### src/be_pkg.sv
/* Types shared by the integer back end and its testbench.
   A physical tag indexes the written-back vector as {arch, copy}.
   The width of copy_idx_t must cover RN_COPIES. */
`default_nettype none

package be_pkg;

	localparam int NREGS     = 32;
	localparam int RN_COPIES = 4;

	typedef logic [4:0]                   arch_idx_t;
	typedef logic [1:0]                   copy_idx_t;
	typedef logic [11:0]                  imm_t;
	typedef logic [RN_COPIES-1:0]         copy_vec_t;
	typedef logic [NREGS*RN_COPIES-1:0]   wb_vec_t;

	typedef enum logic [2:0] {
		ALU_ADD, ALU_SUB, ALU_AND, ALU_OR, ALU_XOR, ALU_ADDI, ALU_SLT
	} alu_op_e;

	typedef enum logic {UOP_ALU, UOP_BRANCH} uop_kind_e;

	typedef enum logic {ST_RUN, ST_FLUSH} ctrl_state_e;

	typedef struct packed {
		uop_kind_e kind;
		alu_op_e   op;
		arch_idx_t rd;
		arch_idx_t rs1;
		arch_idx_t rs2;
		imm_t      imm;
	} uop_t;

	typedef struct packed {
		arch_idx_t arch;
		copy_idx_t copy;
	} phy_tag_t;

	typedef struct packed {
		alu_op_e  op;
		phy_tag_t rd;
		phy_tag_t rs1;
		phy_tag_t rs2;
		imm_t     imm;
	} alu_issue_t;

	typedef struct packed {
		uop_kind_e kind;
		logic      has_rd;
		phy_tag_t  rd;
	} rob_entry_t;

	typedef struct packed {
		logic      valid;
		logic      is_branch;
		logic      has_rd;
		arch_idx_t rd;
	} commit_t;

	typedef struct packed {
		logic     valid;
		phy_tag_t tag;
	} wb_t;

	// lowest free copy of one register
	typedef struct packed {
		logic      avail;
		copy_idx_t copy;
	} free_copy_t;

	typedef free_copy_t [NREGS-1:0] free_vec_t;

	function automatic int unsigned tag_idx(phy_tag_t t);
		return {t.arch, t.copy};
	endfunction

endpackage

`default_nettype wire

### src/alu_exe.sv
/* Single ALU, issues in order from the head of its FIFO.
   An entry waits until both source copies are written back, no forwarding.
   Result is registered, so writeback comes one cycle after issue. */
`timescale 1ns/100ps
`default_nettype none

module alu_exe import be_pkg::*; #(
	parameter int DW = 64
) (
	input  logic          CLK,
	input  logic          i_arst_n,
	input  logic          i_flush,
	input  alu_issue_t    i_iq_head,
	input  logic          i_iq_empty,
	input  wb_vec_t       i_wb_done,
	input  logic [DW-1:0] i_rs1_data,
	input  logic [DW-1:0] i_rs2_data,
	output logic          o_iq_pop,
	output phy_tag_t      o_rs1_tag,
	output phy_tag_t      o_rs2_tag,
	output wb_t           o_wb,
	output logic [DW-1:0] o_wb_data
);

	logic          issue;
	logic [DW-1:0] imm_ext;
	logic [DW-1:0] result;
	logic          slt;
	logic          wb_valid_q;
	phy_tag_t      wb_tag_q;
	logic [DW-1:0] wb_data_q;

	assign o_rs1_tag = i_iq_head.rs1;
	assign o_rs2_tag = i_iq_head.rs2;

	// both operands ready, nothing issues in the flush cycle
	assign issue = !i_iq_empty && !i_flush &&
		i_wb_done[tag_idx(i_iq_head.rs1)] && i_wb_done[tag_idx(i_iq_head.rs2)];
	assign o_iq_pop = issue;

	assign imm_ext = {{(DW-12){i_iq_head.imm[11]}}, i_iq_head.imm};
	assign slt     = $signed(i_rs1_data) < $signed(i_rs2_data);

	always_comb begin
		case (i_iq_head.op)
			ALU_ADD:  result = i_rs1_data + i_rs2_data;
			ALU_SUB:  result = i_rs1_data - i_rs2_data;
			ALU_AND:  result = i_rs1_data & i_rs2_data;
			ALU_OR:   result = i_rs1_data | i_rs2_data;
			ALU_XOR:  result = i_rs1_data ^ i_rs2_data;
			ALU_ADDI: result = i_rs1_data + imm_ext;
			ALU_SLT:  result = {{(DW-1){1'b0}}, slt};
			default:  result = '0;
		endcase
	end

	always_ff @(posedge CLK or negedge i_arst_n) begin
		if (!i_arst_n)
			wb_valid_q <= 1'b0;
		else if (i_flush)
			wb_valid_q <= 1'b0;
		else
			wb_valid_q <= issue;
	end

	// payload only
	always_ff @(posedge CLK) begin
		if (issue) begin
			wb_tag_q  <= i_iq_head.rd;
			wb_data_q <= result;
		end
	end

	assign o_wb      = '{valid: wb_valid_q, tag: wb_tag_q};
	assign o_wb_data = wb_data_q;

endmodule

`default_nettype wire

### config.mk
export PLATFORM = sky130hd
export DESIGN_NAME = alu_exe
export DESIGN_NICKNAME = d
export VERILOG_FILES = /design/src/be_pkg.sv /design/src/alu_exe.sv
export SDC_FILE = /design/constraint.sdc
export NUM_CORES = 1
export LEC_CHECK = 0
export ABC_CLOCK_PERIOD_IN_PS = 13200
export BUFFER_PORTS_ARGS = -buffer_cell sky130_fd_sc_hd__buf_4
export CORE_MARGIN = 4
export CORE_UTILIZATION = 45
export DETAILED_ROUTE_END_ITERATION = 16
export PLACE_DENSITY = 0.71
export SYNTH_ARGS = -nofsm -noshare
export SYNTH_HDL_FRONTEND = slang
export SYNTH_SLANG_ARGS = --single-unit
### constraint.sdc
create_clock -name CLK -period 13.2 [get_ports CLK]
set_input_delay 2.64 -clock CLK [delete_from_list [all_inputs] [get_ports CLK]]
set_output_delay 2.64 -clock CLK [all_outputs]
set_load 0.01 [all_outputs]
==> impl_metrics.toml <==
[status]
status = "complete, no violations"

[sta]
slew_headroom_pct = 20.19
tightest_slew_ns = 1.194
rsz0062_at_grt = "false"
tns_ns = 0
hold_violations = 0
fmax_mhz = 120.4
drv_slew = 0
finalSetupViolCount = 0
setup_slack_ns = 4.894
period_share_pct = 62.92
finalCriticalPeriod_ns = 8.306

[setup_path]
path_max_fanout = 60
critPathKind = "input pin to flip-flop"
worstSetupStartpointType = "input pin"
cp-end-kind = "flip-flop"
arrival_ns = 8.42
startpoint = "i_iq_head[33]"
crit_path_end = "o_wb_data[62]$_DFFE_PP_"
cp.required_ns = 13.32

[logic_synthesis]
async_flop_share_pct = 1.389
synth_top_family_by_area = "compound AO/OA/AOI/OAI gates"
ys_seq_area_share_pct = 13.29
synthMuxAreaShare_pct = 13.03
yosys_warnings = 0
syn_inst = 2025
synth_seq_cells = 72
yosysUniqueCellTypes = 87
syn_area_mm2 = 0.01624
synth_edf_count = 71
synthXorXnorAreaFrac_pct = 4.477
synth-compound-area-share_pct = 25.53
synthTopCellsByArea = "ha_1, edfxtp_1, mux4_2, a21oi_1, nand2_1"
synth_top_area_share_pct = 20.65
synthAdderAreaFrac_pct = 20.90
yosys.area_share.simple_pct = 14.89
syn_nets = 2591
synthFlopType = "edfxtp_1"
avgSynthCellArea_um2 = 8.018
synth_top_area_cell = "ha_1"

[placed_design]
portBuffers = 382
pre_cts_slack_ns = 4.632
place_congestion = 0.9954
dp_hpwl_mm = 49.92

[power_and_ir_drop]
ir_drop_v = 0.00005536
power_density_mw_per_mm2 = 67.98
fin_total_pwr_uw = 1332
leakagePower_uw = 0.009036

[floorplanning]
die_h_um = 198.0
std_cell_rows = 69
start_util_pct = 45.65
die_w_um = 198.0
io_pins = 383
core_mm2 = 0.03557
die_area_mm2 = 0.03918

[clock_tree]
root_buffer = "clkbuf_16"
ctsHoldBuffers = 0
cts_sinks = 72
cts_buffers = 9
cts-resized-gates = 0
path_clk_slew_ns = 0.08
cts_htree_levels = 3
cts_setup_buffers = 0
cts_tree = "yes"
cts_buffer_depth = 2

[grt]
track_usage_pct = 30.32
grt_pass1_wl_mm = 93.99
antenna_found_initial = 4
grt_pass1_vias = 16950
grt_max_degree = 69
grt_remaining_overflow = 0

[finish]
final_common_cell = "buf_4"
mostFrequentLayoutCells = "buf_4, ha_1, nand2_1"
area_growth_pct = 20.71
nets = 2874
drive_above_1_share_pct = 23.61

[route]
totalWireLength_mm = 62.41
num_vias = 17090
viasPerCell = 6.153
drcViolationCount = 0
avgRoutedWirePerCell_um = 22.47
drt_iter0_markers = 1490
firstDrtPassIters = 9
ant_nets = 0

[worst_hold_path]
hold_class = "input pin to asynchronous set/reset pin"

[run]
maxCapViolations = 0
## sequential cells by signal (all words and copies together) (netlist names)
register and cells:
o_wb_data 64, o_wb 7, wb_valid_q 1
## cell families after synthesis
group | after synthesis
mux | 105
fa+ha+maj | 270
buf+inv | 326
flops | 72
xor+xnor | 83
compound gates | 629
simple gates | 540
## cells in the mapped netlist (22+ instances only)
master / count
a21o_1: 38
o31ai_1: 22
clkbuf_1: 91
xor2_1: 30
a21oi_1: 194
nor2_1: 164
edfxtp_1: 71
nor4_1: 22
o21ai_0: 123
xnor2_1: 53
ha_1: 268
nand2_1: 214
mux4_2: 84
o21bai_1: 28
o211ai_1: 26
a211oi_1: 23
inv_1: 202
nor3_1: 30
## stage by stage
step | utilization, % | hold slack [ns] | instance area [µm²] | cells
after floorplan | - | 2.344 | 16240 | 2025
after global placement | 54.31 | 2.417 | 19320 | 2758
after detailed placement | 54.31 | 2.417 | 19320 | 2758
after CTS | 55.08 | 2.014 | 19590 | 2774
after global routing | 55.10 | 2.021 | 19600 | 2778
final | 55.10 | 2.026 | 19600 | 2778
## cell type report
class                      count  area (µm²)
fill                        3370       15970
multi-input combinational   1627       12860
timing repair buffer         394        2958
sequential                    72        2157
inverter                     204       765.7
tap                          461       576.8
clock buffer                  10       229.0
clock inverter                 6       43.79
antenna                        4       10.01
## layer usage
| layer | GRT usage, % | share of wire (%) | wire [µm] |
|---|---|---|---|
| met5 | 0 | 0 | 0 |
| met2 | 53.89 | 49 | 30490 |
| met3 | 4.696 | 8.4 | 5243 |
| met4 | 11.88 | 4.2 | 2608 |
| met1 | 36.78 | 39 | 24070 |
## power breakdown
part           switching, µW  total (µW)  internal [µW]
clock                    120         249            129
combinational            455         794            339
sequential              7.41         289            281
## how the worst min path moves through the flow
| stage | startpoint | end | slack, ns | cells after the start |
|---|---|---|---|---|
| global placement | i_arst_n | wb_valid_q$_DFF_PN0_ | 2.42 | 1 |
| finish | i_arst_n | wb_valid_q$_DFF_PN0_ | 2.03 | 1 |
| CTS | i_arst_n | wb_valid_q$_DFF_PN0_ | 2.01 | 1 |
| floorplan | i_arst_n | wb_valid_q$_DFF_PN0_ | 2.34 | 0 |
| detailed placement | i_arst_n | wb_valid_q$_DFF_PN0_ | 2.42 | 1 |
| global route | i_arst_n | wb_valid_q$_DFF_PN0_ | 2.02 | 1 |
## worst max-delay path: stages
cell and delay (ns):
buf_4 0.48, nor2b_1 0.58, nand2_2 0.10, buf_4 0.26, buf_4 0.32, mux2_2 0.35
ha_1 0.36, o211ai_1 0.13, o211ai_1 0.27, a221oi_2 0.15, nor2_1 0.15, a41oi_2 0.23
o311a_1 0.45, o31a_1 0.30, o31a_2 0.37, o21ai_1 0.49, a31oi_1 0.19, xnor2_1 0.16
a221o_1 0.33
Power figures use the tool's default switching activity.
