`src/gen_fifo.sv`:
```
/* Synchronous FIFO, depth 2**AW, head read combinationally.
   Push while full and pop while empty are ignored.
   i_flush empties the FIFO in one cycle. */
`timescale 1ns/100ps
`default_nettype none

module gen_fifo #(
	parameter int DW = 8,
	parameter int AW = 4
) (
	input  logic          CLK,
	input  logic          i_arst_n,
	input  logic          i_flush,
	input  logic          i_push,
	input  logic [DW-1:0] i_data,
	input  logic          i_pop,
	output logic [DW-1:0] o_data,
	output logic          o_full,
	output logic          o_empty
);

	logic [DW-1:0] mem [2**AW];
	// one extra bit tells full from empty
	logic [AW:0]   wr_ptr;
	logic [AW:0]   rd_ptr;
	logic          do_push;
	logic          do_pop;

	assign o_empty = (wr_ptr == rd_ptr);
	assign o_full  = (wr_ptr[AW] != rd_ptr[AW]) && (wr_ptr[AW-1:0] == rd_ptr[AW-1:0]);
	assign o_data  = mem[rd_ptr[AW-1:0]];

	assign do_push = i_push && !o_full;
	assign do_pop  = i_pop && !o_empty;

	always_ff @(posedge CLK or negedge i_arst_n) begin
		if (!i_arst_n) begin
			wr_ptr <= '0;
			rd_ptr <= '0;
		end else if (i_flush) begin
			wr_ptr <= '0;
			rd_ptr <= '0;
		end else begin
			if (do_push)
				wr_ptr <= wr_ptr + 1'b1;
			if (do_pop)
				rd_ptr <= rd_ptr + 1'b1;
		end
	end

	always_ff @(posedge CLK) begin
		if (do_push)
			mem[wr_ptr[AW-1:0]] <= i_data;
	end

endmodule

`default_nettype wire

```
`config.mk`:
```
export PLATFORM = sky130hd
export DESIGN_NAME = gen_fifo
export DESIGN_NICKNAME = d
export VERILOG_FILES = /design/src/gen_fifo.sv
export SDC_FILE = /design/constraint.sdc
export NUM_CORES = 1
export LEC_CHECK = 0
export BUFFER_PORTS_ARGS = -buffer_cell sky130_fd_sc_hd__buf_4
export CORE_MARGIN = 2
export CORE_UTILIZATION = 38
export CTS_BUF_LIST = sky130_fd_sc_hd__clkbuf_8 sky130_fd_sc_hd__clkbuf_16
export DETAILED_ROUTE_END_ITERATION = 12
export HOLD_SLACK_MARGIN = 0.02
export PLACE_DENSITY_LB_ADDON = 0.15
export SKIP_CTS_REPAIR_TIMING = 1
export SYNTH_ARGS = -nofsm -noshare
export SYNTH_HDL_FRONTEND = slang
export SYNTH_SLANG_ARGS = --single-unit
```
`constraint.sdc`:
```
create_clock -name CLK -period 2.17 [get_ports CLK]
set_clock_uncertainty 0.1 [all_clocks]
set_input_delay 0.3255 -clock CLK [delete_from_list [all_inputs] [get_ports CLK]]
set_output_delay 0.3255 -clock CLK [all_outputs]
set_load 0.03 [all_outputs]
```
==> results of run 1 <==
report_power, final:
part / switching, mW / internal (mW) / total (mW)
clock network: 1.10 / 1.81 / 2.91
logic: 0.533 / 0.536 / 1.07
registers: 0.0170 / 2.95 / 2.97
worst register-to-register path, cell delays in order (launching register included):
cell and delay (ps):
dfrtp_4 490, buf_4 180, buf_6 150, xnor2_4 140, and4_1 190, a21boi_4 170
buf_12 150, and3_2 210, buf_12 140
area by class of cell:
class                      count  area [um^2]
clock buffer                  17          425
clock inverter                15          174
fill                        1247         7530
inverter                       4         15.0
multi-input combinational    168         1750
sequential                   138         4100
tap                          188          235
timing repair buffer          70          806
placed cells by master, fill, tap and decap left out, drive strengths merged, types with 4 or more instances in the layout:
cell type and n:
and3 16, buf 65, xnor2 5, a22oi 8, mux4 16, a221oi 16, nand2 14, mux2i 33
mux2 6, inv 7, nor2 12, clkinv 6, dfrtp 10, ha 5, a21oi 6, nor2b 4
o21ai 8, edfxtp 128, clkbuf 21
cell families after synthesis:
kind of cell             count (synthesis)  synth area share (%)
XOR/XNOR                                 6                 0.908
buffers and inverters                   23                  2.34
flip-flops                             138                  70.8
AND/OR/NAND/NOR                         56                  5.30
adder cells (fa/ha/maj)                  5                  1.08
AO/OA/AOI/OAI                           46                  6.49
multiplexers                            55                  13.1
worst paths after layout:
kind                       slack, ps        end  startpoint
setup / recovery                -390  o_data[7]   rd_ptr[0]
hold / removal                   130  mem[0][0]   i_data[0]
setup reg to reg                 -20  mem[2][2]   rd_ptr[0]
hold reg to reg                  570  rd_ptr[4]   rd_ptr[4]
max in group asynchronous       1610  rd_ptr[0]    i_arst_n
min in group asynchronous        180  wr_ptr[0]    i_arst_n
sequential cells by signal, indices dropped and copies added, names as in the netlist:
name and flops:
rd_ptr 5, wr_ptr 5, mem 128
per-stage QoR:
step	utilization, %	total power, mW	hold WS (ps)	TNS [ps]
finish	49.9	6.94	125	-3690
global route	49.9	7.16	139	-8960
CTS	47.1	6.77	-378	-6260
detailed placement	43.1	3.87	69.3	-1680
global placement	43.1	3.86	70.7	-840
floorplan	-	3.56	-70.1	0
routing by layer:
metal | track usage, % | part of all wire, % | vias up
met2 | 24.6 | 50 | 45
met5 | 0 | 0 | -
li1 | - | - | 1474
met1 | 22.7 | 47 | 1664
met4 | 6.40 | 1.2 | 0
met3 | 2.97 | 2.3 | 12
==> impl_metrics.ini, run 1 <==
[worst_setup_path]
crit_type = flop to output port
r2r_cells = 8
worstPathCellList = buf_12, buf_12, mux4_2, a22oi_1, nand2_1, buf_6
crit_family = multiplexers
crit_path_end_kind = output port
worstPathArrival_ps = 2140
crit_fanout = 7
start_kind = flop
crit_top_cell = buf_12
required_ps = 1740
critPathMaxStageDelay_ps = 530
crit_slowest_cell = mux4_2
critical_path_depth = 6
crit_buf_inv = 3

[cts]
cts.sinks = 138
cts-htree-levels = 4
cts_buffer_depth = 2
cts_buffers = 17
worstSkewPairLatency_ps = 410
root_buffer = clkbuf_16
cts.clk_slew.worst_paths_ps = 60
cts_tree = yes

[grt]
grt_pass1_vias = 3146
grt_start_max_net_pins = 19
grt_usage_pct = 16.0
grt_pass1_wl_um = 18900
antenna_found_initial = 0
overflow = 0

[finish]
fin_area_um2 = 7510
drive_gt1_share_pct = 40.8
stdcell_count = 600
fin_nets = 417
num_antenna_cells = 0
syn_to_final_growth_pct = 29.8

[synthesis]
synthTopCellsByCount = edfxtp_1 (128), mux2i_1 (33), a221oi_1 (16), mux4_2 (16), nand2_1 (14)
synth_nets = 347
synth_top_area_share_pct = 66.5
synth_edf_count = 128
synthFlopType = edfxtp_1
synth-seq-cells = 138
yosysUniqueCellTypes = 36
synth_area_leaders = edfxtp_1 (66%), mux4_2 (6.2%), mux2i_1 (5.7%)
avgSynthCellArea_um2 = 17.6
ys_warn_count = 0
synth_top_cell_by_area = edfxtp_1
synthCells = 329
synth-async-reset-ratio_pct = 7.25
netlist_area_um2 = 5780
yosysMostFrequentCell = edfxtp_1
ys_seq_area_share_pct = 70.8

[sta]
fin_crit_ps = 2560
drv_slew = 0
tightest_slew_ps = 369
hold_viol_final = 0
rsz0062_at_grt = yes
relSlewSlack_pct = 75.3
layout_setup_ws_ps = -395
setup_viol = 43
fin_crit_sh_pct = 118
fmaxAchievable_ghz = 0.390

[outcome]
violations = negative setup slack
outcome = complete, but fails checks

[power_and_ir_drop]
pwr_density_cell_nw_per_um2 = 925
leakage_nw = 2.60
peakVddDrop_mv = 0.495

[routing]
drc = 0
drt-initial-drc-count = 187
avgRoutedWirePerCell_um = 21.1
num_vias = 3195
ant_nets = 0
wirelength_um = 12700
vias_per_cell = 5.33
drt_pass1_iterations = 4

[placement]
place_ws_ps = -48.7
io_buffers = 22
dpl_cell_area_um2 = 6480
globalplace.congestion = 0.793
dpl.hpwl_um = 8220
dp.cells = 557

[floorplanning]
rows = 45
die_w_um = 127
dieArea_um2 = 16200
start_util_pct = 38.5
io_pins = 23
core_um2 = 15000
die_y_um = 127

[min_path]
holdPathStages = 1
hold_class = input pin to flop

[run]
drv_cap = 0
No activity file was read; power rests on OpenSTA's default activity.
==> run 2: changes to the inputs <==
--- a/config.mk
+++ b/config.mk
@@ -5,7 +5,7 @@
 export SDC_FILE = /design/constraint.sdc
 export NUM_CORES = 1
 export LEC_CHECK = 0
-export BUFFER_PORTS_ARGS = -buffer_cell sky130_fd_sc_hd__buf_4
+export BUFFER_PORTS_ARGS = -buffer_cell sky130_fd_sc_hd__clkbuf_2
 export CORE_MARGIN = 2
 export CORE_UTILIZATION = 38
 export CTS_BUF_LIST = sky130_fd_sc_hd__clkbuf_8 sky130_fd_sc_hd__clkbuf_16
==> run 2 against run 1 <==
Against the previous run:
- the flow still finishes with violations (negative setup slack)
- count of clock-buffer cells in the layout unchanged
- sequential power barely moved
- worst hold slack better by 32 ps
- wire length decreased by 5.2%
- global-route usage fell by 0.38 points
- cell count fell by 2.7%
- critical path type unchanged
- critical endpoint is now o_data[0]
==> impl_metrics.ini, run 2 (same netlist as run 1, synthesis figures left out) <==
[sta]
layout_setup_ws_ps = -360
fin_crit_sh_pct = 117
finalSetupTns_ps = -2610
fmaxAchievable_ghz = 0.395
hold_viol_final = 0
tightest_slew_ps = 430
drv_slew = 0
relSlewSlack_pct = 71.2
fin_crit_ps = 2530
rsz0062_at_grt = yes
setup_viol = 9

[routing]
ant_nets = 0
drt-initial-drc-count = 149
drt_pass1_iterations = 4
avgRoutedWirePerCell_um = 20.6
wirelength_um = 12000
vias_per_cell = 5.28
num_vias = 3085
drc = 0

[grt]
grtUsageMet2_pct = 23.8
grt_pass1_wl_um = 18300
grt_start_max_net_pins = 30
antenna_found_initial = 0
grt_usage_pct = 15.6
overflow = 0
gr-max-usage-layer = met2
met3_usage_pct = 3.22
grt_pass1_vias = 3098
grt_use_met1_pct = 22.3

[min_path]
holdPathStages = 3
hold_start = i_push
holdPathEnd = wr_ptr[1]
hold_class = input pin to flop

[finish]
drive_gt1_share_pct = 34.8
syn_to_final_growth_pct = 23.2
fin_nets = 401
fillers = 1254
layout_common_cells = edfxtp_1 (128), mux2i_1 (33), buf_4 (24)
multi_input_area_um2 = 1700
fin_area_um2 = 7120
final_common_cell = edfxtp_1
regArea_um2 = 4100
stdcell_count = 584
largest_register_ffs = 128
num_antenna_cells = 0

[placement]
io_buffers = 22
globalplace.congestion = 0.746
dpl_cell_area_um2 = 6300
dpl.hpwl_um = 7850
dp.cells = 547

[worst_setup_path]
start_kind = flop
worstReg2RegEnd = mem[15][5]
critPathMaxStageDelay_ps = 440
worstPathCellList = buf_12, buf_12, mux2i_1, a221oi_1, a22oi_1, nand2_1, clkbuf_2
crit_buf_inv = 3
required_ps = 1740
crit_path_end_kind = output port
ff2ff_setup_slack_ps = 70
worstPathArrival_ps = 2100
crit_fanout = 29
crit_slowest_cell = dfrtp_2
crit_top_cell = buf_12
r2r_cells = 6
r2r_start = rd_ptr[2]
critical_path_depth = 7
crit_type = flop to output port
crit_family = buffers and inverters

[floorplanning]
die_w_um = 127
core_um2 = 15000
rows = 45
start_util_pct = 38.5
dieArea_um2 = 16200
die_y_um = 127
io_pins = 23

[cts]
cts_buffers = 17
cts_tree = yes
cts.clk_slew.worst_paths_ps = 60
cts.sinks = 138
cts_buffer_depth = 2
worstSkewPairLatency_ps = 410
root_buffer = clkbuf_16
cts-htree-levels = 4

[outcome]
outcome = complete, but fails checks
violations = negative setup slack

[run]
drv_cap = 0

[power_and_ir_drop]
peakVddDrop_mv = 0.601
pwr_density_cell_nw_per_um2 = 948
leakage_nw = 2.45
run 2: final cells by class:
| type | count | share of cell area [%] |
|---|---|---|
| Multi-Input combinational cell | 168 | 23.8 |
| Clock inverter | 15 | 2.55 |
| Inverter | 4 | 0.263 |
| Timing Repair Buffer | 54 | 6.60 |
| Clock buffer | 17 | 5.97 |
| Sequential cell | 138 | 57.5 |
| Tap cell | 188 | 3.30 |
run 2: power breakdown:
group	internal, mW	leakage (nW)	switching, mW	total, mW
Clock	1.90	0.294	1.06	2.96
Sequential	2.95	1.29	0.0216	2.97
Combinational	0.367	0.868	0.459	0.826
run 2: per-layer routing:
metal	part of all wire, %	routed length (um)	up-vias
met5	0	0	-
met4	1.3	157	0
met3	2.9	345	14
met2	48	5820	47
met1	47	5680	1591
li1	-	-	1433
run 2: worst max-delay path by stage:
stage | to | from | slack (ps)
6_report | o_data[0] | rd_ptr[0] | -360
5_1_grt | o_data[3] | rd_ptr[0] | -480
3_3_place_gp | o_data[6] | rd_ptr[1] | -100
2_1_floorplan | wr_ptr[4] | wr_ptr[2] | 70
4_1_cts | o_data[6] | rd_ptr[1] | -530
3_5_place_dp | o_data[6] | rd_ptr[1] | -90
run 2: per-stage QoR:
| stage | power, mW | utilization, % | hold WS [ps] | setup WS, ps |
|---|---|---|---|---|
| after floorplan | 3.56 | - | -70.1 | 70.7 |
| after global placement | 3.80 | 41.9 | 118 | -101 |
| after detailed placement | 3.81 | 41.9 | 125 | -85.5 |
| after CTS | 6.76 | 46.0 | -319 | -535 |
| after global routing | 6.98 | 47.4 | 167 | -481 |
| final | 6.75 | 47.4 | 157 | -360 |
run 2: worst min-delay path, cell delays in order:
cell	delay (ps)
clkbuf_2	140
o2111ai_1	90
o31ai_1	70
==> run 3: changes to the inputs <==
--- a/config.mk
+++ b/config.mk
@@ -7,7 +7,7 @@
 export LEC_CHECK = 0
 export BUFFER_PORTS_ARGS = -buffer_cell sky130_fd_sc_hd__clkbuf_2
 export CORE_MARGIN = 2
-export CORE_UTILIZATION = 38
+export CORE_UTILIZATION = 55
 export CTS_BUF_LIST = sky130_fd_sc_hd__clkbuf_8 sky130_fd_sc_hd__clkbuf_16
 export DETAILED_ROUTE_END_ITERATION = 12
 export HOLD_SLACK_MARGIN = 0.02
==> run 3 against run 2 <==
Against the previous run:
- the flow still finishes with violations (negative setup slack)
- wire length rose by 2.1%
- non-clock buffer count rose by 7
- sequential power about the same
- sequential share of layout area fell by 1.4 points
- maximum frequency shrank 5.0%
- flip-flop and latch count did not move
- combinational power is 25% higher
- cell count decreased by 7.5%
- critical endpoint is now o_data[7]
- largest power group unchanged
==> impl_metrics.ini, run 3 (same netlist as run 1, synthesis figures left out) <==
[outcome]
outcome = complete, but fails checks
violations = negative setup slack

[floorplanning]
dieArea_um2 = 11400
die_y_um = 107
die_w_um = 107
core_um2 = 10300
io_pins = 23
start_util_pct = 56.3
rows = 37

[worst_setup_path]
worstPathCellList = clkbuf_16, mux4_2, a22oi_2, nand2_1, buf_6
start_kind = flop
startpoint = rd_ptr[0]
crit_slowest_cell = dfrtp_4
critPathMaxStageDelay_ps = 570
crit_family = flip-flops
r2r_start = rd_ptr[0]
crit_fanout = 8
worstPathArrival_ps = 2240
required_ps = 1740
crit_buf_inv = 2
crit_type = flop to output port
critical_path_depth = 5
r2r_cells = 7
crit_path_end_kind = output port
worstReg2RegEnd = wr_ptr[0]
ff2ff_setup_slack_ps = -40
cp-endpoint = o_data[7]

[routing]
vias_per_cell = 5.91
drt-initial-drc-count = 164
num_vias = 3192
drc = 0
drt_pass1_iterations = 4
avgRoutedWirePerCell_um = 22.7
wirelength_um = 12300
ant_nets = 0

[sta]
whs_ps = 96.1
fin_crit_ps = 2660
relSlewSlack_pct = 51.4
drv_slew = 0
layout_setup_ws_ps = -493
fmaxAchievable_ghz = 0.375
hold_viol_final = 0
fin_crit_sh_pct = 123
tightest_slew_ps = 724
setup_viol = 27
finalSetupTns_ps = -4470
rsz0062_at_grt = yes

[grt]
grt_start_max_net_pins = 22
overflow = 0
grt_pass1_vias = 3089
antenna_found_initial = 0
grt_pass1_wl_um = 17500
grt_usage_pct = 21.3

[finish]
final_common_cell = edfxtp_1
fin_util_pct = 71.0
largest_register_ffs = 128
layout_common_cells = edfxtp_1 (128), mux2i_1 (29), buf_4 (27)
fin_nets = 409
syn_to_final_growth_pct = 26.2
drive_gt1_share_pct = 42.3
num_antenna_cells = 0

[placement]
place_ws_ps = -55.9
dpl.hpwl_um = 7390
io_buffers = 22
globalplace.congestion = 0.766

[cts]
cts.sinks = 138
root_buffer = clkbuf_8
worstSkewPairLatency_ps = 510
cts.clk_slew.worst_paths_ps = 60
cts-htree-levels = 4
cts_buffers = 17
cts_tree = yes
cts_buffer_depth = 2

[min_path]
hold_class = input pin to flop

[run]
drv_cap = 0

[power_and_ir_drop]
peakVddDrop_mv = 0.660
power_mw = 6.75
leakage_nw = 2.54
pwr_density_cell_nw_per_um2 = 924
run 3: changes by cell type in the layout (fill, tap and decap cells not counted), moves of 4 or more:
cell / previous run / this run
buf_6: 2 / 10
a22oi_1: 7 / 0
a22oi_2: 1 / 8
a221oi_1: 5 / 1
a221oi_2: 11 / 15
and3_4: 11 / 15
clkbuf_2: 16 / 12
mux2i_1: 33 / 29
mux2i_2: 0 / 4
run 3: tightest hold or removal path: cells and delay by family:
kind                   cells  cell delay (ps)
AO/OA/AOI/OAI              2              180
buffers and inverters      1              150
run 3: stage by stage:
| stage | cell area (um^2) | std cells |
|---|---|---|
| finish | 7300 | 540 |
| detailed placement | 6240 | 496 |
| CTS | 6810 | 528 |
| global placement | 6240 | 496 |
| floorplan | 5780 | 329 |
| global route | 7300 | 540 |
run 3: report_power, final:
group          switching [mW]  internal, mW
combinational           0.522         0.510
clock                    1.09          1.63
sequential             0.0405          2.95
total                    1.65          5.09
run 3: final cells by class:
| type | count | area, um^2 |
|---|---|---|
| Tap cell | 136 | 170 |
| Fill cell | 664 | 2980 |
| Clock buffer | 17 | 414 |
| Inverter | 4 | 18.8 |
| Timing Repair Buffer | 61 | 626 |
| Clock inverter | 15 | 150 |
| Multi-Input combinational cell | 169 | 1830 |
| Sequential cell | 138 | 4100 |
run 3: worst min-delay path by stage:
stage                end     start  cells past startpoint  slack [ps]
2_1_floorplan  rd_ptr[0]  i_arst_n                      0         -70
3_3_place_gp   wr_ptr[0]  i_arst_n                      1         110
3_5_place_dp   wr_ptr[3]  i_arst_n                      1         120
4_1_cts        rd_ptr[2]  i_arst_n                      1        -420
5_1_grt        wr_ptr[1]    i_push                      3         110
6_report       wr_ptr[1]    i_push                      3         100
run 3: metal layers:
metal,up-vias,share of wire (%),GRT usage [%]
met1,1649,45,31.1
li1,1460,-,-
met4,0,0.79,6.59
met2,75,50,32.8
met3,8,3.8,4.23
met5,-,0,0
