File: src/be_pkg.sv
/* Types shared by the integer back end and its testbench.
   A physical tag indexes the written-back vector as {arch, copy}.
   The width of copy_idx_t must cover RN_COPIES. */
`default_nettype none

package be_pkg;

	localparam int NREGS     = 32;
	localparam int RN_COPIES = 4;

	typedef logic [4:0]                   arch_idx_t;
	typedef logic [1:0]                   copy_idx_t;
	typedef logic [11:0]                  imm_t;
	typedef logic [RN_COPIES-1:0]         copy_vec_t;
	typedef logic [NREGS*RN_COPIES-1:0]   wb_vec_t;

	typedef enum logic [2:0] {
		ALU_ADD, ALU_SUB, ALU_AND, ALU_OR, ALU_XOR, ALU_ADDI, ALU_SLT
	} alu_op_e;

	typedef enum logic {UOP_ALU, UOP_BRANCH} uop_kind_e;

	typedef enum logic {ST_RUN, ST_FLUSH} ctrl_state_e;

	typedef struct packed {
		uop_kind_e kind;
		alu_op_e   op;
		arch_idx_t rd;
		arch_idx_t rs1;
		arch_idx_t rs2;
		imm_t      imm;
	} uop_t;

	typedef struct packed {
		arch_idx_t arch;
		copy_idx_t copy;
	} phy_tag_t;

	typedef struct packed {
		alu_op_e  op;
		phy_tag_t rd;
		phy_tag_t rs1;
		phy_tag_t rs2;
		imm_t     imm;
	} alu_issue_t;

	typedef struct packed {
		uop_kind_e kind;
		logic      has_rd;
		phy_tag_t  rd;
	} rob_entry_t;

	typedef struct packed {
		logic      valid;
		logic      is_branch;
		logic      has_rd;
		arch_idx_t rd;
	} commit_t;

	typedef struct packed {
		logic     valid;
		phy_tag_t tag;
	} wb_t;

	// lowest free copy of one register
	typedef struct packed {
		logic      avail;
		copy_idx_t copy;
	} free_copy_t;

	typedef free_copy_t [NREGS-1:0] free_vec_t;

	function automatic int unsigned tag_idx(phy_tag_t t);
		return {t.arch, t.copy};
	endfunction

endpackage

`default_nettype wire

File: src/back_ctrl.sv
/* Rename and dispatch, in-order commit and branch resolution.
   At most one micro-op is dispatched and one committed per cycle.
   A mispredict resolved at the head gives a one-cycle o_flush in the
   following cycle, with no dispatch in either cycle. */
`timescale 1ns/100ps
`default_nettype none

module back_ctrl import be_pkg::*; (
	input  logic       CLK,
	input  logic       i_arst_n,
	input  uop_t       i_uop,
	input  logic       i_uop_empty,
	input  logic       i_br_resolve,
	input  logic       i_br_mispredict,
	input  rob_entry_t i_rob_head,
	input  logic       i_rob_empty,
	input  logic       i_rob_full,
	input  logic       i_iq_full,
	input  free_vec_t  i_free_copy,
	input  phy_tag_t   i_src1_tag,
	input  phy_tag_t   i_src2_tag,
	input  wb_vec_t    i_wb_done,
	output logic       o_uop_pop,
	output wb_t        o_rename,
	output logic       o_iq_push,
	output alu_issue_t o_iq_data,
	output logic       o_rob_push,
	output rob_entry_t o_rob_data,
	output logic       o_rob_pop,
	output wb_t        o_commit_tag,
	output commit_t    o_commit,
	output logic       o_flush
);

	ctrl_state_e state_q;
	ctrl_state_e state_d;

	logic       is_alu;
	logic       needs_rd;
	free_copy_t rd_free;
	phy_tag_t   rd_tag;
	phy_tag_t   rs2_tag;
	logic       accept;

	logic       head_alu_done;
	logic       head_br_done;
	logic       do_commit;
	logic       flush_req;

	// commit side

	// an ALU entry without rd never executes and retires at once
	assign head_alu_done = (i_rob_head.kind == UOP_ALU) &&
		(!i_rob_head.has_rd || i_wb_done[tag_idx(i_rob_head.rd)]);
	assign head_br_done  = (i_rob_head.kind == UOP_BRANCH) && i_br_resolve;

	assign do_commit = (state_q == ST_RUN) && !i_rob_empty && (head_alu_done || head_br_done);
	assign flush_req = do_commit && (i_rob_head.kind == UOP_BRANCH) && i_br_mispredict;

	assign o_rob_pop    = do_commit;
	assign o_commit_tag = '{valid: do_commit && i_rob_head.has_rd, tag: i_rob_head.rd};
	assign o_commit     = '{
		valid:     do_commit,
		is_branch: i_rob_head.kind == UOP_BRANCH,
		has_rd:    i_rob_head.has_rd,
		rd:        i_rob_head.rd.arch
	};

	// dispatch side

	// writes to x0 get no destination and never enter the ALU
	assign is_alu   = (i_uop.kind == UOP_ALU);
	assign needs_rd = is_alu && (i_uop.rd != '0);
	assign rd_free  = i_free_copy[i_uop.rd];
	assign rd_tag   = needs_rd ? '{arch: i_uop.rd, copy: rd_free.copy} : '0;

	// ADDI has no rs2, point it at x0 which is always written back
	assign rs2_tag = (i_uop.op == ALU_ADDI) ? '0 : i_src2_tag;

	assign accept = (state_q == ST_RUN) && !flush_req && !i_uop_empty && !i_rob_full &&
		(!is_alu || !i_iq_full) && (!needs_rd || rd_free.avail);

	assign o_uop_pop  = accept;
	assign o_rename   = '{valid: accept && needs_rd, tag: rd_tag};
	assign o_rob_push = accept;
	assign o_rob_data = '{kind: i_uop.kind, has_rd: needs_rd, rd: rd_tag};
	assign o_iq_push  = accept && needs_rd;
	assign o_iq_data  = '{
		op:  i_uop.op,
		rd:  rd_tag,
		rs1: i_src1_tag,
		rs2: rs2_tag,
		imm: i_uop.imm
	};

	// flush sequencing
	always_comb begin
		state_d = state_q;
		case (state_q)
			ST_RUN: begin
				if (flush_req)
					state_d = ST_FLUSH;
			end
			ST_FLUSH: state_d = ST_RUN;
			default:  state_d = ST_RUN;
		endcase
	end

	always_ff @(posedge CLK or negedge i_arst_n) begin
		if (!i_arst_n)
			state_q <= ST_RUN;
		else
			state_q <= state_d;
	end

	assign o_flush = (state_q == ST_FLUSH);

endmodule

`default_nettype wire

File: config.mk
export PLATFORM = sky130hd
export DESIGN_NAME = back_ctrl
export DESIGN_NICKNAME = d
export VERILOG_FILES = /design/src/be_pkg.sv /design/src/back_ctrl.sv
export SDC_FILE = /design/constraint.sdc
export NUM_CORES = 1
export LEC_CHECK = 0
export BUFFER_PORTS_ARGS = -buffer_cell sky130_fd_sc_hd__buf_4
export CAP_MARGIN = 20
export CORE_AREA = 8 8 133 135
export CTS_BUF_LIST = sky130_fd_sc_hd__clkbuf_4
export DETAILED_ROUTE_END_ITERATION = 6
export DIE_AREA = 0 0 141 143
export HOLD_SLACK_MARGIN = 0.05
export PLACE_DENSITY = 0.56
export SYNTH_ARGS = -nofsm -noshare
export SYNTH_HDL_FRONTEND = slang
export SYNTH_SLANG_ARGS = --single-unit
export TNS_END_PERCENT = 1
File: constraint.sdc
create_clock -name CLK -period 2.45 [get_ports CLK]
set_clock_uncertainty 0.1 [all_clocks]
set_input_delay 0 -clock CLK [delete_from_list [all_inputs] [get_ports CLK]]
set_output_delay 0 -clock CLK [all_outputs]
set_load 0.005 [all_outputs]
==> flow_metrics.tcl, run 1 <==
set metrics [dict create \
    run_status "completed" \
    wl_per_cell_um 20.1 \
    ys.warnings.count 0 \
    antenna_left 0 \
    insertion_delay_ns 0 \
    p_sw_mw 0.282 \
    antenna_cells_inserted 0 \
    hold_path.class "in -> out" \
    synth_cells 268 \
    worst_setup_ep_type "primary output" \
    timing.setup.tns_ns 0 \
    place_worst_setup_slack_ns 0.277 \
    via_count 3299 \
    max_freq_mhz 469 \
    synth_commonest_cells "sky130_fd_sc_hd__buf_4, sky130_fd_sc_hd__mux4_2, sky130_fd_sc_hd__mux2i_1, sky130_fd_sc_hd__mux4_1, sky130_fd_sc_hd__nand2_1" \
    area_growth_from_synthesis_to_final_layout_pct 87.9 \
    design.die.area_um2 20200 \
    final-max-slew-violation-count 0 \
    largest_register_ffs 1 \
    power_frac_comb 0.979 \
    area_share_of_xor_xnor_cells_in_the_synthesized_design 0 \
    post_synth_instance_area_um2 2630 \
    nNetsFinal 819 \
    leading_cell_types_by_total_area_after_synthesis "sky130_fd_sc_hd__mux4_2, sky130_fd_sc_hd__buf_4, sky130_fd_sc_hd__mux4_1, sky130_fd_sc_hd__mux2i_1, sky130_fd_sc_hd__mux2_2" \
    critical_path.max_fanout 23 \
    initial_utilization 0.169 \
    layout-drive-gt1-share 0.670 \
    internal_power_mw 0.551 \
    postRouteWirelength_um 15000 \
    drc_errors 0 \
    synth_compound_gate_area_share 0.126 \
    synthArstFlopShare 1.00 \
    gr-usage-all-layers 0.136 \
    dpl-instance-area_um2 4740 \
    fillers 1616 \
    number_of_enable_type_register_cells_in_the_synthesized_netlist 0 \
    ys_types 41 \
    placed_wire_length_estimate_after_detailed_placement_um 13200 \
    grt_pass1_vias 3963 \
    synth.top_cell.area_share 0.248 \
    io-pin-count 360 \
    synth_area_leader_cell "sky130_fd_sc_hd__mux4_2" \
    part_of_the_power_in_registers 0.021 \
    drt_iter0_markers 62 \
    place_congestion 0.866 \
    grt_pass1_wl_um 22100 \
    switching_share 0.339 \
    ws_path_type "in -> out" \
    die_width_um 141 \
    ir_drop_mv 0.0968 \
    ys_dominant_reg_cell "sky130_fd_sc_hd__dfrtp_1" \
    pin_count_of_the_biggest_net_entering_global_routing 28 \
    syn-num-nets 554 \
    final_critical_path_setup_slack_ns 0.320 \
    finalSetupViolCount 0 \
    cp.arrival_ns 2.03 \
    synth_adder_area_share 0 \
    max_capacitance_violation_count 0 \
    synth.most_common_cell "sky130_fd_sc_hd__buf_4" \
    power.share.clock 0 \
    least_margin_pin_slew_ns 0.395 \
    period_share 0.869 \
    cp.required_ns 2.35 \
    post_cts.repair.setup_buffers 0 \
    synth_top_family_by_area "multiplexers" \
    fin_area_um2 4940 \
    avgViaCountPerCell 4.42 \
    num_rows 46 \
    synth-simple-area-share 0.147 \
    final.min_clock_period_ns 2.13 \
    syn_avg_cell_area_um2 9.82 \
    setup.worst_path.start_class "primary input" \
    die_height_um 143 \
    number_of_antenna_violations_at_the_first_check_in_global_routing 0 \
    power.density_cell_area_nw_per_um2 169 \
    firstDrtPassIters 4 \
    global_route.overflow_total 0 \
    rsz0062_at_grt "false" \
    synth.area.mux_share 0.507 \
    synth.yosys.seq_area_share 0.00951 \
    yosys_register_bits 1 \
    power.leakage_nw 2.36 \
    input_output_buffers 311 \
    post-route-util 0.317 \
    finalHoldViolations 0 \
    relSlewSlack 0.734 \
    design.core.area_um2 15600 \
]
-- through the flow --
step	cells	hold slack [ns]	power (mW)
global route	747	0.0850	0.899
finish	747	0.0763	0.833
CTS	747	0.0786	0.846
floorplan	268	-0.396	0.406
detailed placement	727	-0.323	0.812
global placement	727	-0.324	0.801
-- critical path, stage by stage --
cell and delay [ns]:
sky130_fd_sc_hd__buf_4 0.30, sky130_fd_sc_hd__mux4_1 0.59, sky130_fd_sc_hd__mux2_2 0.29, sky130_fd_sc_hd__nand3_1 0.08, sky130_fd_sc_hd__a41o_1 0.16, sky130_fd_sc_hd__and4_1 0.23
sky130_fd_sc_hd__a21boi_0 0.09, sky130_fd_sc_hd__buf_4 0.15, sky130_fd_sc_hd__buf_4 0.13
-- placed cells by master (no fill, tap or decap), types with 8 or more instances in the layout --
master / synthesis / layout
sky130_fd_sc_hd__nor2b_1: 12 / 12
sky130_fd_sc_hd__mux2i_1: 17 / 17
sky130_fd_sc_hd__a211oi_1: 8 / 8
sky130_fd_sc_hd__mux4_1: 16 / 16
sky130_fd_sc_hd__dlygate4sd3_1: 0 / 20
sky130_fd_sc_hd__mux4_2: 29 / 29
sky130_fd_sc_hd__buf_4: 61 / 317
sky130_fd_sc_hd__mux2_2: 8 / 8
sky130_fd_sc_hd__nor2_1: 10 / 10
sky130_fd_sc_hd__o21ai_0: 11 / 11
sky130_fd_sc_hd__nand2_1: 14 / 14
-- what timing repair did --
action                                 in CTS  in global routing
resized for setup                           0                  1
endpoints found under the hold margin      20                  0
setup endpoints to repair                   0                  2
hold buffers                               20                  0
-- per-layer routing --
layer	up-vias	global-route usage	routed length [um]
met2	220	0.277	8280
li1	1544	-	-
met4	0	0.00509	52
met3	6	0.0447	1510
met5	-	0	0
met1	1529	0.137	5190
-- final timing paths --
path / start / slack [ns] / endpoint / cells past startpoint
worst max register to register: o_flush / 1.45 / o_flush / 2
worst max-delay path: i_rob_head[0] / 0.32 / o_commit[7] / 9
max in group asynchronous: i_arst_n / 1.94 / o_flush / 2
min in group asynchronous: i_arst_n / 0.23 / o_flush / 2
worst min register to register: o_flush / 0.64 / o_flush / 2
worst min-delay path: i_uop[28] / 0.08 / o_iq_data[34] / 2
-- cell families (layout without fill, tap and decap cells) --
group,after synthesis,in the layout
compound gates,48,48
flops,1,1
simple gates,71,71
buf+inv,78,341
mux,70,70
-- cell type report --
type | instances | area, um^2 | area share
Timing Repair Buffer | 337 | 2580 | 0.522
Sequential cell | 1 | 25.0 | 0.00506
Multi-Input combinational cell | 189 | 2050 | 0.415
Inverter | 4 | 15.0 | 0.00304
Tap cell | 216 | 270 | 0.0547
-- power by group through the flow --
stage	registers (mW)	clock network, mW	logic, mW
after floorplan	0.0176	0	0.389
after global placement	0.0176	0	0.784
after detailed placement	0.0176	0	0.794
after CTS	0.0176	0	0.829
after global routing	0.0177	0	0.881
final	0.0176	0	0.816
No activity file was read; power rests on OpenSTA's default activity.
==> inputs of run 2 (changes only) <==
--- a/config.mk
+++ b/config.mk
@@ -13,6 +13,7 @@
 export DIE_AREA = 0 0 141 143
 export HOLD_SLACK_MARGIN = 0.05
 export PLACE_DENSITY = 0.56
+export RECOVER_POWER = 25
 export SYNTH_ARGS = -nofsm -noshare
 export SYNTH_HDL_FRONTEND = slang
 export SYNTH_SLANG_ARGS = --single-unit
==> run 2 against run 1 <==
  * Cell count unchanged
  * Largest power group unchanged
  * Die area stayed put
  * First-iteration DRC count increased by 21%
  * Power is 0.82% lower
==> flow_metrics.tcl, run 2 (synthesis results as in run 1) <==
set metrics [dict create \
    run_status "completed" \
    critical_path.max_fanout 23 \
    holdPathEnd "o_iq_data[34]" \
    crit_path_frequent_cell "sky130_fd_sc_hd__buf_4" \
    critical_path.reg2reg.endpoint "o_flush" \
    max_freq_mhz 464 \
    power.leakage_nw 2.33 \
    pin_count_of_the_biggest_net_entering_global_routing 28 \
    drt_iter0_markers 75 \
    timing.setup.tns_ns 0 \
    grt_pass1_vias 3963 \
    num_rows 46 \
    firstDrtPassIters 4 \
    p_sw_mw 0.281 \
    multi_input_comb_area_um2 2050 \
    startpoint "i_rob_head[0]" \
    hold_path.class "in -> out" \
    register_area_um2 25.0 \
    postRouteWirelength_um 15000 \
    reg2reg_slack_ns 1.45 \
    input_output_buffers 311 \
    hold_start "i_uop[28]" \
    largest_register_ffs 1 \
    power_frac_comb 0.979 \
    r2r_cells 2 \
    initial_utilization 0.169 \
    worst_setup_ep_type "primary output" \
    rsz0062_at_grt "false" \
    grt_pass1_wl_um 22100 \
    final_critical_path_setup_slack_ns 0.294 \
    setup.worst_path.start_class "primary input" \
    antenna_left 0 \
    layout-drive-gt1-share 0.657 \
    hold-path-cell-count 2 \
    fin_area_um2 4920 \
    die_height_um 143 \
    final-max-slew-violation-count 0 \
    power.density_cell_area_nw_per_um2 168 \
    power.share.clock 0 \
    final_common_cell "sky130_fd_sc_hd__buf_4" \
    placed_wire_length_estimate_after_detailed_placement_um 13200 \
    io-pin-count 360 \
    via_count 3303 \
    finalSetupViolCount 0 \
    place_congestion 0.866 \
    design.core.area_um2 15600 \
    fillers 1622 \
    dpl-instance-area_um2 4740 \
    nNetsFinal 819 \
    critical_path.slowest_cell "sky130_fd_sc_hd__mux4_1" \
    die_width_um 141 \
    post_cts.repair.setup_buffers 0 \
    gr-usage-all-layers 0.136 \
    ir_drop_mv 0.0967 \
    final.min_clock_period_ns 2.16 \
    final.hold.worst_slack_ns 0.0864 \
    design.die.area_um2 20200 \
    relSlewSlack 0.621 \
    wl_per_cell_um 20.1 \
    max_capacitance_violation_count 0 \
    period_share 0.880 \
    cp.required_ns 2.35 \
    internal_power_mw 0.545 \
    insertion_delay_ns 0 \
    crit_path_cell_chain "buf_4 > mux4_1 > mux2_2 > nand3_1 > a41o_1 > and4_1 > a21boi_0 > buf_4 > buf_4" \
    finalHoldViolations 0 \
    switching_share 0.340 \
    antenna_cells_inserted 0 \
    place_worst_setup_slack_ns 0.277 \
    part_of_the_power_in_registers 0.021 \
    least_margin_pin_slew_ns 0.568 \
    crit_path_max_incr_delay_ns 0.59 \
    ws_path_type "in -> out" \
    cp.arrival_ns 2.06 \
    rr_startpoint "o_flush" \
    area_growth_from_synthesis_to_final_layout_pct 86.9 \
    avgViaCountPerCell 4.42 \
    number_of_antenna_violations_at_the_first_check_in_global_routing 0 \
    drc_errors 0 \
    mostFrequentLayoutCells "sky130_fd_sc_hd__buf_4, sky130_fd_sc_hd__mux4_2, sky130_fd_sc_hd__dlygate4sd3_1, sky130_fd_sc_hd__mux2i_1, sky130_fd_sc_hd__mux4_1" \
    global_route.overflow_total 0 \
]
-- run 2: cell types whose count changed in the layout (fill, tap and decap cells not counted) --
cell                       previous run  this run
sky130_fd_sc_hd__clkbuf_1             0         7
sky130_fd_sc_hd__buf_4              317       301
sky130_fd_sc_hd__clkbuf_4             0         9
-- run 2: worst max path at each step --
stage / endpoint
floorplan: o_commit[7]
global placement: o_rob_pop
detailed placement: o_rob_pop
CTS: o_rob_pop
global route: o_rob_pop
finish: o_rob_pop
-- run 2: per-layer routing --
metal	vias to the layer above	GRT usage	part of all wire
met5	-	0	0
met4	0	0.00509	0.0040
met3	8	0.0447	0.099
met2	223	0.277	0.55
met1	1529	0.137	0.35
li1	1543	-	-
-- run 2: what timing repair did --
item / 4_1_cts / 5_1_grt
setup endpoints to repair: 0 / 2
hold buffers: 20 / 0
hold endpoints to repair: 20 / 0
gates resized for setup: 0 / 1
-- run 2: area by class of cell --
| cell class | instances | share of cell area |
|---|---|---|
| Timing Repair Buffer | 337 | 0.519 |
| Sequential cell | 1 | 0.00509 |
| Tap cell | 216 | 0.0550 |
| Inverter | 4 | 0.00305 |
| Multi-Input combinational cell | 189 | 0.418 |
-- run 2: per-stage QoR --
step | util | total power [mW] | instances
floorplan | - | 0.406 | 268
CTS | 0.317 | 0.846 | 747
finish | 0.315 | 0.827 | 747
global route | 0.315 | 0.893 | 747
detailed placement | 0.304 | 0.812 | 727
global placement | 0.304 | 0.801 | 727
-- run 2: worst max-delay path, delay by kind of cell --
family / cells / cell delay (ns)
mux: 2 / 0.88
buf+inv: 3 / 0.58
simple gates: 2 / 0.32
compound gates: 2 / 0.26
-- run 2: power groups by stage --
stage	clock network [mW]	registers [mW]	logic (mW)
after detailed placement	0	0.0176	0.794
after CTS	0	0.0176	0.829
final	0	0.0176	0.809
after floorplan	0	0.0176	0.389
after global placement	0	0.0176	0.784
after global routing	0	0.0177	0.875
